--- config.mk ---
export PLATFORM = sky130hd
export DESIGN_NAME = calc_top
export DESIGN_NICKNAME = d
export VERILOG_FILES = /design/src/rtl/calc_pkg.sv /design/src/rtl/regmap_pkg.sv /design/src/rtl/apb_regs.sv /design/src/rtl/calc_control.sv /design/src/rtl/operand_splitter.sv /design/src/rtl/adder_slice.sv /design/src/rtl/result_collector.sv /design/src/rtl/calc_top.sv
export SDC_FILE = /design/constraint.sdc
export NUM_CORES = 1
export LEC_CHECK = 0
export ABC_CLOCK_PERIOD_IN_PS = 3700
export BUFFER_PORTS_ARGS = -buffer_cell sky130_fd_sc_hd__buf_2
export CORE_UTILIZATION = 58
export CTS_CLUSTER_SIZE = 10
export DETAILED_ROUTE_END_ITERATION = 8
export PLACE_DENSITY = 0.85
export REMOVE_ABC_BUFFERS = 1
export SYNTH_ARGS = -nofsm -noshare
export SYNTH_HDL_FRONTEND = slang
export SYNTH_SLANG_ARGS = --single-unit
--- constraint.sdc ---
create_clock -name clk -period 3.7 [get_ports clk]
set_clock_uncertainty 0.2 [all_clocks]
set_input_delay 0.185 -clock clk [delete_from_list [all_inputs] [get_ports clk]]
set_output_delay 0.185 -clock clk [all_outputs]
set_load 0.02 [all_outputs]
--- src/rtl/calc_pkg.sv ---
`default_nettype none

package calc_pkg;

    // ~~~~~~~~~~~~~~~~~~~~~~~~~~~~~~~~~~~~~~~~~~~~~~~~~~~~~~~~~~~~
    // Datapath widths.
    // ~~~~~~~~~~~~~~~~~~~~~~~~~~~~~~~~~~~~~~~~~~~~~~~~~~~~~~~~~~~~
    localparam int OPERAND_W  = 16;
    localparam int DIGIT_W    = 4;
    localparam int NUM_SLICES = OPERAND_W / DIGIT_W;  // Four slices.

    typedef logic [OPERAND_W-1:0] operand_t;
    typedef logic [DIGIT_W-1:0]   digit_t;
    typedef logic [7:0]           cycles_t;

    // Operation codes. Code 11 falls back to add.
    typedef logic [1:0] op_t;
    localparam op_t OP_ADD  = 2'b00;
    localparam op_t OP_SUB  = 2'b01;   // A - B.
    localparam op_t OP_RSUB = 2'b10;   // B - A.

    localparam logic MODE_RIPPLE    = 1'b0;
    localparam logic MODE_LOOKAHEAD = 1'b1;

    // ~~~~~~~~~~~~~~~~~~~~~~~~~~~~~~~~~~~~~~~~~~~~~~~~~~~~~~~~~~~~
    // Sequencer states.
    // ~~~~~~~~~~~~~~~~~~~~~~~~~~~~~~~~~~~~~~~~~~~~~~~~~~~~~~~~~~~~
    typedef enum logic [2:0] {
        ST_INIT    = 3'd0,
        ST_DATA_IN = 3'd1,
        ST_BUSY    = 3'd2,
        ST_DONE    = 3'd3,
        ST_DISPLAY = 3'd4
    } calc_state_t;

endpackage

`default_nettype wire

--- src/rtl/regmap_pkg.sv ---
`default_nettype none

package regmap_pkg;

    localparam int ADDR_W = 8;
    localparam int DATA_W = 32;

    typedef logic [ADDR_W-1:0] addr_t;
    typedef logic [DATA_W-1:0] data_t;

    // Register offsets.
    localparam addr_t REG_OPA    = 8'h00;
    localparam addr_t REG_OPB    = 8'h04;
    localparam addr_t REG_CTRL   = 8'h08;  // Write only.
    localparam addr_t REG_STATUS = 8'h0C;
    localparam addr_t REG_RESULT = 8'h10;
    localparam addr_t REG_CYCLES = 8'h14;

    // CTRL fields.
    localparam int CTRL_START_BIT = 0;
    localparam int CTRL_CLEAR_BIT = 1;
    localparam int CTRL_OP_LSB    = 2;     // Two bits wide.
    localparam int CTRL_MODE_BIT  = 4;

    // STATUS fields, state sits in the low bits.
    localparam int STATUS_CARRY_BIT = 4;
    localparam int STATUS_OVF_BIT   = 5;

endpackage

`default_nettype wire

--- src/rtl/apb_regs.sv ---
`timescale 1ns/1ps
`default_nettype none

module apb_regs (
    input  logic                  clk,
    input  logic                  rst_n,
    input  logic                  psel,
    input  logic                  penable,
    input  logic                  pwrite,
    input  regmap_pkg::addr_t     paddr,
    input  regmap_pkg::data_t     pwdata,
    output regmap_pkg::data_t     prdata,
    output logic                  pready,
    output logic                  pslverr,
    input  logic                  input_en,
    input  calc_pkg::calc_state_t state,
    input  calc_pkg::operand_t    result,
    input  logic                  carry,
    input  logic                  overflow,
    input  calc_pkg::cycles_t     cycles,
    output calc_pkg::operand_t    opa,
    output calc_pkg::operand_t    opb,
    output calc_pkg::op_t         op,
    output logic                  mode,
    output logic                  start,
    output logic                  clear
);
    import calc_pkg::*;
    import regmap_pkg::*;

    logic access;       // Access phase of a transfer.
    logic wr_access;
    logic opnd_hit;
    logic ro_hit;
    logic mapped;
    logic err;

    assign access    = psel && penable;
    assign wr_access = access && pwrite;

    // ~~~~~~~~~~~~~~~~~~~~~~~~~~~~~~~~~~~~~~~~~~~~~~~~~~~~~~~~~~~~
    // Address decode and error flag.
    // ~~~~~~~~~~~~~~~~~~~~~~~~~~~~~~~~~~~~~~~~~~~~~~~~~~~~~~~~~~~~
    assign opnd_hit = (paddr == REG_OPA) || (paddr == REG_OPB);
    assign ro_hit   = (paddr == REG_STATUS) || (paddr == REG_RESULT) ||
                      (paddr == REG_CYCLES);
    assign mapped   = opnd_hit || ro_hit || (paddr == REG_CTRL);

    assign err = !mapped ||
                 (pwrite && ro_hit) ||
                 (pwrite && opnd_hit && !input_en);  // Operands locked.

    assign pready  = 1'b1;             // No wait states.
    assign pslverr = access && err;

    // Register writes. Start and clear pulse one cycle later.
    always_ff @(posedge clk or negedge rst_n) begin
        if (!rst_n) begin
            opa   <= '0;
            opb   <= '0;
            op    <= OP_ADD;
            mode  <= MODE_RIPPLE;
            start <= 1'b0;
            clear <= 1'b0;
        end else begin
            start <= 1'b0;
            clear <= 1'b0;
            if (wr_access && !err) begin
                case (paddr)
                    REG_OPA: opa <= pwdata[OPERAND_W-1:0];
                    REG_OPB: opb <= pwdata[OPERAND_W-1:0];
                    REG_CTRL: begin
                        op    <= pwdata[CTRL_OP_LSB +: $bits(op_t)];
                        mode  <= pwdata[CTRL_MODE_BIT];
                        clear <= pwdata[CTRL_CLEAR_BIT];
                        start <= pwdata[CTRL_START_BIT];
                    end
                    default: ;
                endcase
            end
        end
    end

    // Read mux.
    always_comb begin
        prdata = '0;
        if (access && !pwrite) begin
            case (paddr)
                REG_OPA:    prdata[OPERAND_W-1:0] = opa;
                REG_OPB:    prdata[OPERAND_W-1:0] = opb;
                REG_STATUS: begin
                    prdata[$bits(calc_state_t)-1:0] = state;  // Live state.
                    prdata[STATUS_CARRY_BIT]         = carry;
                    prdata[STATUS_OVF_BIT]           = overflow;
                end
                REG_RESULT: prdata[OPERAND_W-1:0]       = result;
                REG_CYCLES: prdata[$bits(cycles_t)-1:0] = cycles;
                default:    prdata = '0;
            endcase
        end
    end

    a_start_clear_excl: assert property (
        @(posedge clk) disable iff (!rst_n)
        !(start && clear)
    ) else $error("start and clear pulsed together");

endmodule

`default_nettype wire

--- src/rtl/calc_control.sv ---
`timescale 1ns/1ps
`default_nettype none

module calc_control (
    input  logic                  clk,
    input  logic                  rst_n,
    input  logic                  start,
    input  logic                  clear,
    input  logic                  comp_ready,
    output logic                  input_en,
    output logic                  load,
    output logic                  hold,
    output calc_pkg::calc_state_t state
);
    import calc_pkg::*;

    calc_state_t state_next;

    // ~~~~~~~~~~~~~~~~~~~~~~~~~~~~~~~~~~~~~~~~~~~~~~~~~~~~~~~~~~~~
    // Next state.
    // ~~~~~~~~~~~~~~~~~~~~~~~~~~~~~~~~~~~~~~~~~~~~~~~~~~~~~~~~~~~~
    always_comb begin
        state_next = state;
        case (state)
            ST_INIT: begin
                state_next = ST_DATA_IN;
            end
            ST_DATA_IN: begin
                if (start) begin
                    state_next = ST_BUSY;
                end
            end
            ST_BUSY: begin
                if (comp_ready) begin      // Slices finished.
                    state_next = ST_DONE;
                end
            end
            ST_DONE: begin
                state_next = ST_DISPLAY;
            end
            ST_DISPLAY: begin
                if (clear) begin
                    state_next = ST_INIT;
                end
            end
            default: begin
                state_next = ST_INIT;      // Illegal code recovers.
            end
        endcase
    end

    always_ff @(posedge clk or negedge rst_n) begin
        if (!rst_n) begin
            state <= ST_INIT;
            load  <= 1'b0;
        end else begin
            state <= state_next;
            load  <= (state == ST_DATA_IN) && start;  // First BUSY cycle.
        end
    end

    // Output decode.
    assign input_en = (state == ST_DATA_IN);
    assign hold     = (state == ST_DONE);      // Collector latches result.

    a_ready_in_busy: assert property (
        @(posedge clk) disable iff (!rst_n)
        comp_ready |-> (state == ST_BUSY)
    ) else $error("comp_ready outside ST_BUSY");

endmodule

`default_nettype wire

--- src/rtl/operand_splitter.sv ---
`timescale 1ns/1ps
`default_nettype none

module operand_splitter (
    input  logic                                        clk,
    input  logic                                        rst_n,
    input  logic                                        load,
    input  calc_pkg::operand_t                          opa,
    input  calc_pkg::operand_t                          opb,
    input  calc_pkg::op_t                               op,
    output calc_pkg::digit_t [calc_pkg::NUM_SLICES-1:0] a_digits,
    output calc_pkg::digit_t [calc_pkg::NUM_SLICES-1:0] b_digits,
    output logic                                        carry_in0
);
    import calc_pkg::*;

    operand_t a_q;
    operand_t b_q;

    // Subtraction as two's complement, invert one side and carry in.
    always_ff @(posedge clk) begin
        if (load) begin
            case (op)
                OP_SUB: begin
                    a_q <= opa;
                    b_q <= ~opb;
                end
                OP_RSUB: begin
                    a_q <= opb;
                    b_q <= ~opa;
                end
                default: begin             // OP_ADD and code 11.
                    a_q <= opa;
                    b_q <= opb;
                end
            endcase
        end
    end

    always_ff @(posedge clk or negedge rst_n) begin
        if (!rst_n) begin
            carry_in0 <= 1'b0;
        end else if (load) begin
            carry_in0 <= (op == OP_SUB) || (op == OP_RSUB);
        end
    end

    assign a_digits = a_q;   // Digit i is bits 4i+3..4i.
    assign b_digits = b_q;

endmodule

`default_nettype wire

--- src/rtl/adder_slice.sv ---
`timescale 1ns/1ps
`default_nettype none

module adder_slice (
    input  logic             clk,
    input  logic             rst_n,
    input  logic             en,
    input  calc_pkg::digit_t a,
    input  calc_pkg::digit_t b,
    input  logic             cin,
    output calc_pkg::digit_t sum,
    output logic             cout,
    output logic             gen,
    output logic             prop,
    output logic             msb_cin
);
    import calc_pkg::*;

    digit_t             p;
    digit_t             g;
    logic [DIGIT_W:0]   c;     // Internal carries, c[0] is cin.
    logic               gg;

    always_comb begin
        p    = a ^ b;
        g    = a & b;
        c[0] = cin;
        gg   = 1'b0;
        for (int i = 0; i < DIGIT_W; i++) begin
            c[i+1] = g[i] | (p[i] & c[i]);
            gg     = g[i] | (p[i] & gg);   // Group generate, cin forced low.
        end
    end

    assign cout    = c[DIGIT_W];
    assign msb_cin = c[DIGIT_W-1];  // Carry into the sign bit.
    assign gen     = gg;
    assign prop    = &p;

    always_ff @(posedge clk or negedge rst_n) begin
        if (!rst_n) begin
            sum <= '0;
        end else if (en) begin
            sum <= p ^ c[DIGIT_W-1:0];
        end
    end

endmodule

`default_nettype wire

--- src/rtl/result_collector.sv ---
`timescale 1ns/1ps
`default_nettype none

module result_collector (
    input  logic                                        clk,
    input  logic                                        rst_n,
    input  logic                                        load,
    input  logic                                        hold,
    input  logic                                        mode,
    input  logic                                        carry_in0,
    input  calc_pkg::digit_t [calc_pkg::NUM_SLICES-1:0] sums,
    input  logic [calc_pkg::NUM_SLICES-1:0]             couts,
    input  logic [calc_pkg::NUM_SLICES-1:0]             gens,
    input  logic [calc_pkg::NUM_SLICES-1:0]             props,
    input  logic                                        top_msb_cin,
    output logic [calc_pkg::NUM_SLICES-1:0]             cins,
    output logic [calc_pkg::NUM_SLICES-1:0]             slice_en,
    output logic                                        comp_ready,
    output calc_pkg::operand_t                          result,
    output logic                                        carry,
    output logic                                        overflow,
    output calc_pkg::cycles_t                           cycles
);
    import calc_pkg::*;

    logic                  active;   // Computation in flight.
    logic                  lookahead;
    logic                  mode_q;
    logic [NUM_SLICES-1:0] la_c;     // Lookahead carries.
    logic [NUM_SLICES-1:1] carry_q;  // Registered ripple carries.

    assign lookahead = (mode_q == MODE_LOOKAHEAD);

    // ~~~~~~~~~~~~~~~~~~~~~~~~~~~~~~~~~~~~~~~~~~~~~~~~~~~~~~~~~~~~
    // Carry selection and slice enables.
    // ~~~~~~~~~~~~~~~~~~~~~~~~~~~~~~~~~~~~~~~~~~~~~~~~~~~~~~~~~~~~
    always_comb begin
        la_c[0] = carry_in0;
        cins[0] = carry_in0;
        for (int i = 1; i < NUM_SLICES; i++) begin
            la_c[i] = gens[i-1] | (props[i-1] & la_c[i-1]);
            cins[i] = lookahead ? la_c[i] : carry_q[i];
        end
        // Ripple steps through the slices, counter doubles as index.
        for (int i = 0; i < NUM_SLICES; i++) begin
            slice_en[i] = active && (lookahead || (cycles == cycles_t'(i)));
        end
    end

    assign comp_ready = active &&
                        (lookahead || (cycles == cycles_t'(NUM_SLICES - 1)));

    always_ff @(posedge clk) begin
        for (int i = 1; i < NUM_SLICES; i++) begin
            if (slice_en[i-1]) begin
                carry_q[i] <= couts[i-1];
            end
        end
    end

    always_ff @(posedge clk or negedge rst_n) begin
        if (!rst_n) begin
            active <= 1'b0;
            mode_q <= MODE_RIPPLE;
            cycles <= '0;
        end else if (load) begin
            active <= 1'b1;
            mode_q <= mode;
            cycles <= '0;
        end else if (active) begin
            cycles <= cycles + 1'b1;
            if (comp_ready) begin
                active <= 1'b0;
            end
        end
    end

    // Result and flags, slice inputs are still stable here.
    always_ff @(posedge clk or negedge rst_n) begin
        if (!rst_n) begin
            result   <= '0;
            carry    <= 1'b0;
            overflow <= 1'b0;
        end else if (hold) begin
            result   <= sums;
            carry    <= couts[NUM_SLICES-1];
            overflow <= couts[NUM_SLICES-1] ^ top_msb_cin;
        end
    end

    a_no_en_idle: assert property (
        @(posedge clk) disable iff (!rst_n)
        (load || hold) |-> (slice_en == '0)
    ) else $error("slice enabled outside a computation");

endmodule

`default_nettype wire

--- src/rtl/calc_top.sv ---
`timescale 1ns/1ps
`default_nettype none

module calc_top (
    input  logic              clk,
    input  logic              rst_n,
    input  logic              psel,
    input  logic              penable,
    input  logic              pwrite,
    input  regmap_pkg::addr_t paddr,
    input  regmap_pkg::data_t pwdata,
    output regmap_pkg::data_t prdata,
    output logic              pready,
    output logic              pslverr
);
    import calc_pkg::*;

    // Register block to core.
    operand_t    opa;
    operand_t    opb;
    op_t         op;
    logic        mode;
    logic        start;
    logic        clear;

    // Sequencer.
    logic        input_en;
    logic        load;
    logic        hold;
    logic        comp_ready;
    calc_state_t state;

    // Slice array.
    digit_t [NUM_SLICES-1:0] a_digits;
    digit_t [NUM_SLICES-1:0] b_digits;
    digit_t [NUM_SLICES-1:0] sums;
    logic                    carry_in0;
    logic [NUM_SLICES-1:0]   cins;
    logic [NUM_SLICES-1:0]   slice_en;
    logic [NUM_SLICES-1:0]   couts;
    logic [NUM_SLICES-1:0]   gens;
    logic [NUM_SLICES-1:0]   props;
    logic [NUM_SLICES-1:0]   msb_cins;

    operand_t    result;
    logic        carry;
    logic        overflow;
    cycles_t     cycles;

    apb_regs apb_regs_inst (
        .clk      (clk),
        .rst_n    (rst_n),
        .psel     (psel),
        .penable  (penable),
        .pwrite   (pwrite),
        .paddr    (paddr),
        .pwdata   (pwdata),
        .prdata   (prdata),
        .pready   (pready),
        .pslverr  (pslverr),
        .input_en (input_en),
        .state    (state),
        .result   (result),
        .carry    (carry),
        .overflow (overflow),
        .cycles   (cycles),
        .opa      (opa),
        .opb      (opb),
        .op       (op),
        .mode     (mode),
        .start    (start),
        .clear    (clear)
    );

    calc_control calc_control_inst (
        .clk        (clk),
        .rst_n      (rst_n),
        .start      (start),
        .clear      (clear),
        .comp_ready (comp_ready),
        .input_en   (input_en),
        .load       (load),
        .hold       (hold),
        .state      (state)
    );

    operand_splitter operand_splitter_inst (
        .clk       (clk),
        .rst_n     (rst_n),
        .load      (load),
        .opa       (opa),
        .opb       (opb),
        .op        (op),
        .a_digits  (a_digits),
        .b_digits  (b_digits),
        .carry_in0 (carry_in0)
    );

    // ~~~~~~~~~~~~~~~~~~~~~~~~~~~~~~~~~~~~~~~~~~~~~~~~~~~~~~~~~~~~
    // Adder slices, slice 0 holds the low digit.
    // ~~~~~~~~~~~~~~~~~~~~~~~~~~~~~~~~~~~~~~~~~~~~~~~~~~~~~~~~~~~~
    for (genvar i = 0; i < NUM_SLICES; i++) begin : g_slice
        adder_slice adder_slice_inst (
            .clk     (clk),
            .rst_n   (rst_n),
            .en      (slice_en[i]),
            .a       (a_digits[i]),
            .b       (b_digits[i]),
            .cin     (cins[i]),
            .sum     (sums[i]),
            .cout    (couts[i]),
            .gen     (gens[i]),
            .prop    (props[i]),
            .msb_cin (msb_cins[i])
        );
    end

    result_collector result_collector_inst (
        .clk         (clk),
        .rst_n       (rst_n),
        .load        (load),
        .hold        (hold),
        .mode        (mode),
        .carry_in0   (carry_in0),
        .sums        (sums),
        .couts       (couts),
        .gens        (gens),
        .props       (props),
        .top_msb_cin (msb_cins[NUM_SLICES-1]),  // Overflow needs the top slice only.
        .cins        (cins),
        .slice_en    (slice_en),
        .comp_ready  (comp_ready),
        .result      (result),
        .carry       (carry),
        .overflow    (overflow),
        .cycles      (cycles)
    );

endmodule

`default_nettype wire

# After elaboration in Yosys (flattened, before gate mapping)
# Cells that the tools add are included.
# W data, S select, Z words.
op_classes:
  bitwise: 71
  n_eq_ne: 17
  n_mux: 24
  reduce_logical: 40
  addsub: 1
ops:
  columns: ["op", "n"]
  rows:
  - ["$mux W16", 2]
  - ["$not A16 Y16", 2]
  - ["$pmux W16 S2", 1]
  - ["$xor A4 B4 Y4", 8]
  - ["$pmux W3 S5", 2]
  - ["$and A1 B1 Y1", 28]
  - ["$or A1 B1 Y1", 28]
  - ["$pmux W8 S3", 1]
  - ["$and A4 B4 Y4", 4]
  - ["$eq A8 B2 Y1 const B", 2]
  - ["$eq A8 B4 Y1 const B", 2]
  - ["$eq A8 B5 Y1 const B", 2]
  - ["$logic_not A8 Y1", 2]
  - ["$mux W8", 2]
  - ["$logic_and A1 B1 Y1", 13]
  - ["$logic_or A1 B1 Y1", 12]
  - ["$reduce_and A4 Y1", 3]
  - ["$mux W1", 10]
  - ["$pmux W2 S5", 1]
  - ["$mux W3", 3]
  - ["$add A8 B1 Y8 const B", 1]
  - ["$eq A8 B1 Y1 const B", 1]
  - ["$eq A8 B3 Y1 const B", 1]
  - ["$pmux W2 S4", 1]
  - ["other kinds (14)", 21]
word_totals:
  wordCells: 177
  inputBits: 45
  ff_bits: 121

# Depth between registers and ports, before layout
# Gate-level depths: netlist of the first run.
depth:
  word_depth: 22
  mapped_depth: 12
  depth_no_buf: 12

# Hierarchy
# A second synthesis of the first run with hierarchy kept.
hier_totals:
  hier_cells: 578
  area_unflattened_um2: 7096.8
modules_own_cells:
  columns: ["mod", "n_inst", "cells_per_inst", "area_per_inst_um2", "seq_area_each_um2"]
  rows:
  - ["apb_regs", 1, 204, 2406.1, 925.9]
  - ["operand_splitter", 1, 126, 1771.7, 985.9]
  - ["result_collector", 1, 110, 1388.8, 790.8]
  - ["adder_slice", 4, 31, 337.8, 100.1]
  - ["calc_control", 1, 14, 178.9, 100.1]

# Worst setup path after synthesis of the first run
# No wires, ideal clock.
synth_path:
  path_kind: "reg-to-reg"
  start: "register operand_splitter_inst.a_q[2] (netlist: operand_splitter_inst.a_digits[2])"
  end: "register g_slice[3].adder_slice_inst.sum[3]"
  synth_period_minus_slack_ns: 3.385
  setup_time_ns: 0.084
  arrival_ns: 3.101
  slack_ns: 0.315
  required_time_ns: 3.416
  path_stages_with_launch: 12
  cell_sequence: "edfxtp_1 -> ha_1 -> and3_1 -> a31o_2 -> o21ai_0 -> nand3_1 -> fa_1 -> fa_1 -> fa_1 -> inv_1 -> fa_1 -> o21ai_0"
synth_via:
  elab_chain_cells: 18
synth_rtl:
  columns: ["item", "line_no", "source"]
  rows:
  - ["start, declared", "operand_splitter.sv:17", "operand_t a_q;"]
  - ["start signal, assigned", "operand_splitter.sv:25", "a_q <= opa;"]
  - ["start signal, assigned", "operand_splitter.sv:29", "a_q <= opb;"]
  - ["start signal, assigned", "operand_splitter.sv:33", "a_q <= opa;"]
  - ["$xor A4 B4 Y4", "adder_slice.sv:25", "p = a ^ b;"]
  - ["$and A1 B1 Y1", "adder_slice.sv:31", "gg = g[i] | (p[i] & gg);"]
  - ["$or A1 B1 Y1", "adder_slice.sv:31", null]
  - ["$and A1 B1 Y1", "adder_slice.sv:31", null]
  - ["$or A1 B1 Y1", "adder_slice.sv:31", null]
  - ["$or A1 B1 Y1 *", "result_collector.sv:41", "la_c[i] = gens[i-1] | (props[i-1] & la_c[i-1]);"]
  - ["$and A1 B1 Y1 *", "result_collector.sv:41", null]
  - ["$or A1 B1 Y1 *", "result_collector.sv:41", null]
  - ["[... 2 more ...]", null, null]
  - ["$mux W1 *", "result_collector.sv:42", "cins[i] = lookahead ? la_c[i] : carry_q[i];"]
  - ["$and A1 B1 Y1 *", "adder_slice.sv:30", "c[i+1] = g[i] | (p[i] & c[i]);"]
  - ["$or A1 B1 Y1 *", "adder_slice.sv:30", null]
  - ["$and A1 B1 Y1 *", "adder_slice.sv:30", null]
  - ["$or A1 B1 Y1 *", "adder_slice.sv:30", null]
  - ["$and A1 B1 Y1 *", "adder_slice.sv:30", null]
  - ["$or A1 B1 Y1 *", "adder_slice.sv:30", null]
  - ["$xor A4 B4 Y4 *", "adder_slice.sv:44", "sum <= p ^ c[DIGIT_W-1:0];"]
  - ["end signal, assigned", "adder_slice.sv:44", null]
  - ["end, declared", "adder_slice.sv:11", "output calc_pkg::digit_t sum,"]
# Mark *: on every way between the ends. The rest lies on a longest branch, timed or not.
# A chain may end at the register's enable or synchronous reset.

# Worst setup path after layout of the first run
# Ends and elaborated chain as after synthesis.

==> summary.md, run 1 <==
| Metric | Value |
|---|---|
| Max VDD drop | about 0.00035 V |
| Layout Cells excl Fill | roughly 760 |
| Initial antenna violation count | 0 |
| Mux contribution to synthesized area | 15.5% |
| First-pass GRT wire length | around 24000 µm |
| Layout cells sized above 1 | 25.9% |
| Die ar. | 0.0114 mm² |
| Max_cap viols | 0 |
| Worst slew pin tran | approximately 1.1 ns |
| Power Density | 422 mW/mm² |
| Pin count of the biggest net entering global routing | 87 |
| Max frequency | 278 MHz |
| Site Rows | 37 |
| Final worst path period need | approximately 3.6 ns |
| CTS Root Buffer Type | clkbuf_8 |
| Synth Flop Type | dfrtp_1 |
| Overflow after GRT | 0 |
| Max-slew headroom | 24.0% |
| Port Buffers | 45 |
| Main combinational cell family by area after synthesis | multiplexers |
| Synth-to-layout area growth | 16.5% |
| Fin nets | 692 |
| Worst setup EP type | register |
| Detailed-route DRC error count | 0 |
| DP Area | 0.00665 mm² |
| Multi-input logic area | approximately 0.0028 mm² |
| Synth Register Bits | 121 |
| Diodes inserted | 0 |
| Pins Over Slew Limit | 0 |
| Worst-path fanout max | 3 |
| Inst Count DP | 711 |
| Starting Density | 60.7% |
| Finished Cell Area | 0.00743 mm² |
| Total GRT Usage | between 20% and 30% |
| Post-DR wirelength/cell | 19.6 µm |
| Gpl congestion | 0.868 |
| Hold Crit Class | in2reg |
| Router iterations before antenna repair | 8 |
| Ys Warns | 0 |
| Post-Syn Area per Cell | around 12 µm² |
| Crit Path Class | reg2reg |
| Status | completed |
| Die Y-Extent | 107 µm |
| Worst setup margin | about 0.1 ns |
| Via/cell ratio | 5.96 |
| Top Ports | 79 |
| Die outline width | 107 µm |
| WP data arrival | approximately 3.9 ns |
| DRT antenna net count | 0 |
| Drt total wl | 14900 µm |
| Worst path required time | about 4 ns |
| Synth Area in Simple Gates | 7.87% |
| Vias in the first global route | 4610 |
| RSZ-0062 raised after global routing | true |
| Post-synthesis instance area | 0.00638 mm² |
| CTS tree | yes |
| Setup TNS Final | 0 ns |
| Post-synth EDFFs | 35 |
| Synth Area in Compound Gates | 9.28% |
| Post-synthesis xor/xnor area fraction | 0.824% |
| Post-DP HPWL | approximately 9100 µm |
| Mapped Cells | 550 |
| Final hold vios | 0 |
| Num CTS Buffers | 17 |
| Filler Cells Inserted | 657 |
| CP startpoint kind | register |
| Max H-tree Level | 4 |
| 1st-iter DRT viols | roughly 350 |
| Routed vias | between 4k and 5k |
| Worst-case clock buffer depth | 2 |
| Final Setup Violations | 0 |
| Clock-pin slew on the worst setup and hold paths | 0.06 ns |
| Synth Area in Adders | 8.55% |
| Library cells used by synthesis | 50 |
| Clk_lat worst skew | 0.53 ns |
| P_leak | 0.00346 µW |
| Sequential share of the synthesized area | 50.2% |
| Reg area | about 0.0032 mm² |
| Post-layout util | 70.7% |
| Core area | approximately 0.011 mm² |
| Setup slack at placement | 0.0448 ns |
| Async S/R FF share, synth | 71.1% |
| Clock Sinks | 121 |
| Final worst-path cycle share | 97.3% |
routing by layer:
metal  up-vias  share of wire (%)  track usage [%]
li1       2009                  -                -
met1      2241                 37             33.3
met2       235                 53             48.0
met3        56                6.0             6.44
met4         0                4.4             15.6
met5         -                  0                0
flip-flops by register name, indices dropped and copies added (netlist names), 2 cells and up:
register	flops
result_collector_inst.result	16
calc_control_inst.state	3
g_slice.adder_slice_inst.sum	16
result_collector_inst.cycles	8
apb_regs_inst.opa	16
apb_regs_inst.op	2
result_collector_inst.carry_q	3
operand_splitter_inst.a_digits	16
apb_regs_inst.opb	16
operand_splitter_inst.b_digits	16
synthesized netlist by cell type (2+ instances only):
library cell | number | area [µm²]
dfrtp_1 | 86 | 2150
inv_1 | 66 | 248
mux2_2 | 51 | 574
edfxtp_1 | 35 | 1050
a21oi_1 | 32 | 160
o21ai_0 | 32 | 160
nand2_1 | 31 | 116
nor2_1 | 28 | 105
clkbuf_1 | 21 | 78.8
mux2i_1 | 19 | 190
buf_4 | 18 | 135
ha_1 | 18 | 225
a221oi_1 | 16 | 140
fa_1 | 16 | 320
mux4_2 | 8 | 180
and2_1 | 7 | 43.8
a22o_1 | 5 | 43.8
nand4_1 | 5 | 31.3
a31oi_1 | 4 | 25.0
nand3_1 | 4 | 20.0
xor2_1 | 4 | 35.0
mux2_4 | 3 | 45.0
nand3b_1 | 3 | 22.5
nor2b_1 | 3 | 18.8
or3_1 | 3 | 18.8
a211oi_1 | 2 | 15.0
and3_1 | 2 | 12.5
buf_1 | 2 | 7.51
conb_1 | 2 | 7.51
nor3_1 | 2 | 10.0
nor4_1 | 2 | 12.5
xnor2_1 | 2 | 17.5
layout by cell type (no fill, tap or decap), types with 8 or more instances in the layout:
master / n
ha_1: 17
nor2_1: 27
o21ai_0: 29
buf_2: 44
edfxtp_1: 35
mux2i_1: 19
conb_1: 17
fa_1: 13
nand2_1: 31
a221oi_1: 16
a21oi_1: 31
dfrtp_1: 86
dlygate4sd3_1: 17
mux4_2: 8
inv_1: 66
clkbuf_16: 16
mux2_2: 51
buf_4: 11
metrics by stage:
step | hold WS, ns | power [µW]
after floorplan | -0.311 | 1510
after global placement | 0.228 | 1570
after detailed placement | 0.238 | 1580
after CTS | 0.0203 | 3140
after global routing | 0.0455 | 3220
final | 0.0293 | 3130
cell type report:
cell class | count | share of cell area [%]
clock buffer | 19 | 5.81
clock inverter | 13 | 1.72
inverter | 66 | 3.34
multi-input combinational | 335 | 37.4
sequential | 121 | 43.1
tap | 136 | 2.29
timing repair buffer | 72 | 6.37
critical path, stage by stage (launching register included):
cell	delay, ns
edfxtp_1	0.40
ha_1	0.35
and3_1	0.15
a31o_2	0.27
o21ai_1	0.18
nand3_1	0.14
fa_2	0.40
fa_2	0.37
fa_2	0.37
inv_1	0.10
fa_1	0.44
o21ai_2	0.15
cells by family after synthesis:
kind of cell	count (synthesis)
other	2
adders and majority gates	34
DFF	121
buffers and inverters	109
AOI/OAI and AO/OA	97
muxes	81
and+or+nand+nor	100
xor gates and xnor gates	6
where the power goes:
| part | total [µW] | switching (µW) | internal (µW) | leakage, µW |
|---|---|---|---|---|
| clock | 1560 | 597 | 967 | 0.000267 |
| combinational | 157 | 96.4 | 61.1 | 0.00168 |
| sequential | 1410 | 19.2 | 1390 | 0.00151 |
| total | 3130 | 713 | 2420 | 0.00346 |
timing repair:
action | 4_1_cts | 5_1_grt
resized for setup | 4 | 6
hold buffers | 17 | 0
setup buffers | 0 | 2
endpoints found under the setup margin | 2 | 4
endpoints found under the hold margin | 123 | 0
pin swaps | 0 | 1
final timing paths:
kind                                                                start                                             end  cells after the start  slack, ns
min reg2reg                g_slice[3].adder_slice_inst.sum[3]$_DFFE_PN0P_  g_slice[3].adder_slice_inst.sum[3]$_DFFE_PN0P_                      2       0.30
min in group asynchronous                                           rst_n    result_collector_inst.result[15]$_DFFE_PN0N_                      2       0.18
min                                                                pwrite                   apb_regs_inst.clear$_DFF_PN0_                      4       0.03
max reg2reg                   operand_splitter_inst.a_digits[2]$_DFFE_PP_  g_slice[3].adder_slice_inst.sum[3]$_DFFE_PN0P_                     11        0.1
max in group asynchronous                                           rst_n  g_slice[1].adder_slice_inst.sum[2]$_DFFE_PN0P_                      2       2.37
max                           operand_splitter_inst.a_digits[2]$_DFFE_PP_  g_slice[3].adder_slice_inst.sum[3]$_DFFE_PN0P_                     11        0.1
No activity file was read; power rests on OpenSTA's default activity.
==> run 2, diff against run 1 <==
- CORE_ASPECT_RATIO: default -> 0.8
==> run 2 against run 1 <==
  * Wire length decreased by 3.0%
  * Non-clock buffer count increased by 3
  * Critical path depth unchanged
  * Sequential power about the same
  * Die area about the same
  * Setup slack improved by 0.073 ns
  * Sequential share of layout area decreased by 0.66 points
  * Global-route usage decreased by 0.90 points
==> summary.md, run 2 (synthesis results as in run 1) <==
| Metric | Value |
|---|---|
| GRT Max-Usage Layer | met2 (unchanged) |
| Clock Sinks | 121 (unchanged) |
| Initial antenna violation count | 0 (unchanged) |
| Multi-input logic area | 0.00278 mm² (unchanged) |
| Overflow after GRT | 0 (unchanged) |
| Final hold vios | 0 (unchanged) |
| Die ar. | 0.0114 mm² (about the same) |
| Max_cap viols | 0 (unchanged) |
| First-pass GRT wire length | 22800 µm (was 23600 µm) |
| Filler Cells Inserted | 668 (was 657) |
| Die Y-Extent | 95.8 µm (was 107 µm) |
| Detailed-route DRC error count | 0 (unchanged) |
| Max H-tree Level | 4 (unchanged) |
| Reg2Reg Depth | 11 (unchanged) |
| Num CTS Buffers | 17 (unchanged) |
| Post-DP HPWL | 9380 µm (was 9130 µm) |
| Worst slew pin tran | 1.19 ns (was 1.14 ns) |
| RSZ-0062 raised after global routing | false (was true) |
| Final worst path period need | 3.53 ns (was 3.60 ns) |
| Core area | 0.0105 mm² (about the same) |
| Gpl congestion | 0.834 (was 0.868) |
| Max frequency | 284 MHz (was 278 MHz) |
| Worst-path fanout max | 2 (was 3) |
| Hold Crit Class | in2reg (unchanged) |
| GR Util met3 | 7.29% (was 6.44%) |
| 1st-iter DRT viols | 366 (was 351) |
| GRT met2 Usage | 45.2% (was 48.0%) |
| Max-slew headroom | 21.0% (was 24.0%) |
| Setup TNS Final | 0 ns (unchanged) |
| Via/cell ratio | 5.90 (was 5.96) |
| Starting Density | 60.8% (was 60.7%) |
| Post-layout total power | 3390 µW (was 3130 µW) |
| Most frequent cells in the layout | dfrtp_1, inv_1, mux2_2, buf_2, edfxtp_1 (unchanged) |
| WP data arrival | 3.66 ns (was 3.85 ns) |
| Final worst-path cycle share | 95.3% (was 97.3%) |
| Router iterations before antenna repair | 5 (was 8) |
| Hold path depth | 4 (unchanged) |
| Clock-pin slew on the worst setup and hold paths | 0.05 ns (was 0.06 ns) |
| Inst Count DP | 715 (was 711) |
| Routed vias | 4535 (was 4541) |
| Site Rows | 33 (was 37) |
| Status | completed (unchanged) |
| Crit Path Class | reg2reg (unchanged) |
| Most common cell after layout, fill and taps aside | dfrtp_1 (unchanged) |
| Total GRT Usage | 27.4% (was 28.3%) |
| Max VDD drop | 0.000344 V (was 0.000352 V) |
| DRT antenna net count | 0 (unchanged) |
| Fin nets | 695 (was 692) |
| Diodes inserted | 0 (unchanged) |
| P_leak | 0.00352 µW (was 0.00346 µW) |
| Post-layout util | 71.9% (was 70.7%) |
| CP startpoint kind | register (unchanged) |
| Met1 usage in global routing | 34.4% (was 33.3%) |
| Pin count of the biggest net entering global routing | 73 (was 87) |
| Layout cells sized above 1 | 25.1% (was 25.9%) |
| Vias in the first global route | 4581 (was 4610) |
| CTS Root Buffer Type | clkbuf_16 (was clkbuf_8) |
| Worst path required time | 3.83 ns (was 3.95 ns) |
| Port Buffers | 45 (unchanged) |
| Pins Over Slew Limit | 0 (unchanged) |
| Die outline width | 119 µm (was 107 µm) |
| Post-DR wirelength/cell | 18.8 µm (was 19.6 µm) |
| Reg area | 0.00320 mm² (unchanged) |
| Worst setup EP type | register (unchanged) |
| CTS tree | yes (unchanged) |
| Final Setup Violations | 0 (unchanged) |
| Power Density | 449 mW/mm² (was 422 mW/mm²) |
| Top Ports | 79 (unchanged) |
| Synth-to-layout area growth | 18.3% (was 16.5%) |
| Worst-case clock buffer depth | 2 (unchanged) |
| Clk_lat worst skew | 0.42 ns (was 0.53 ns) |
| Drt total wl | 14500 µm (was 14900 µm) |
| Layout Cells excl Fill | 769 (was 762) |
run 2: cell count changes in the layout (fill, tap and decap cells not counted), sizes merged:
cell      previous run  this run
clkbuf              19        24
clkinvlp             4         1
bufinv               2         5
inv                 67        66
buf                 55        58
clkinv               6         2
run 2: worst max-delay path: stages (launching register included):
cell	delay, ns
edfxtp_1	0.43
ha_4	0.27
and3_1	0.18
a31o_2	0.25
o21ai_1	0.16
nand3_1	0.12
fa_1	0.41
fa_1	0.42
fa_2	0.36
inv_1	0.08
fa_1	0.41
o21ai_1	0.14
run 2: power by group:
group / internal, µW / switching, µW / total (µW)
Clock: 1240 / 573 / 1820
Sequential: 1390 / 21.3 / 1420
Combinational: 61.4 / 95.5 / 157
run 2: path summary, 6_finish.rpt:
check	startpoint	end	slack [ns]
worst max-delay path	operand_splitter_inst.a_digits[3]$_DFFE_PP_	g_slice[3].adder_slice_inst.sum[3]$_DFFE_PN0P_	0.17
worst min-delay path	pwrite	apb_regs_inst.clear$_DFF_PN0_	0.21
worst max register to register	operand_splitter_inst.a_digits[3]$_DFFE_PP_	g_slice[3].adder_slice_inst.sum[3]$_DFFE_PN0P_	0.17
worst min register to register	result_collector_inst.result[3]$_DFFE_PN0N_	result_collector_inst.result[3]$_DFFE_PN0N_	0.29
max in group asynchronous	rst_n	apb_regs_inst.opb[11]$_DFFE_PN0P_	2.30
min in group asynchronous	rst_n	result_collector_inst.result[8]$_DFFE_PN0N_	0.25
run 2: routing by layer:
| metal | wire length, µm | share of wire (%) |
|---|---|---|
| met5 | 0 | 0 |
| met4 | 234 | 1.6 |
| met3 | 1090 | 7.5 |
| met2 | 7250 | 50 |
| met1 | 5910 | 41 |
run 2: area by class of cell:
cell class | count | area share [%]
clock buffers | 24 | 6.39
clock inverters | 8 | 2.19
inverters | 66 | 3.28
multi-input cells | 335 | 36.8
flip-flops and latches | 121 | 42.5
well taps | 140 | 2.32
repair buffers | 75 | 6.57
run 2: timing repair:
item                       in CTS  in global routing
buffers inserted                0                  5
hold endpoints to repair      108                  0
resized for setup               3                  5
pin swaps                       0                  1
setup endpoints to repair       2                  4
cloned                          0                  0
hold buffers                   17                  0
run 2: metrics by stage:
stage | hold slack (ns) | area (µm²) | setup WS, ns
floorplan | -0.311 | 6200 | 0.315
global placement | 0.169 | 6660 | 0.140
detailed placement | 0.176 | 6660 | 0.0161
CTS | 0.179 | 7500 | 0.0561
global route | 0.208 | 7540 | 0.0566
finish | 0.208 | 7540 | 0.173
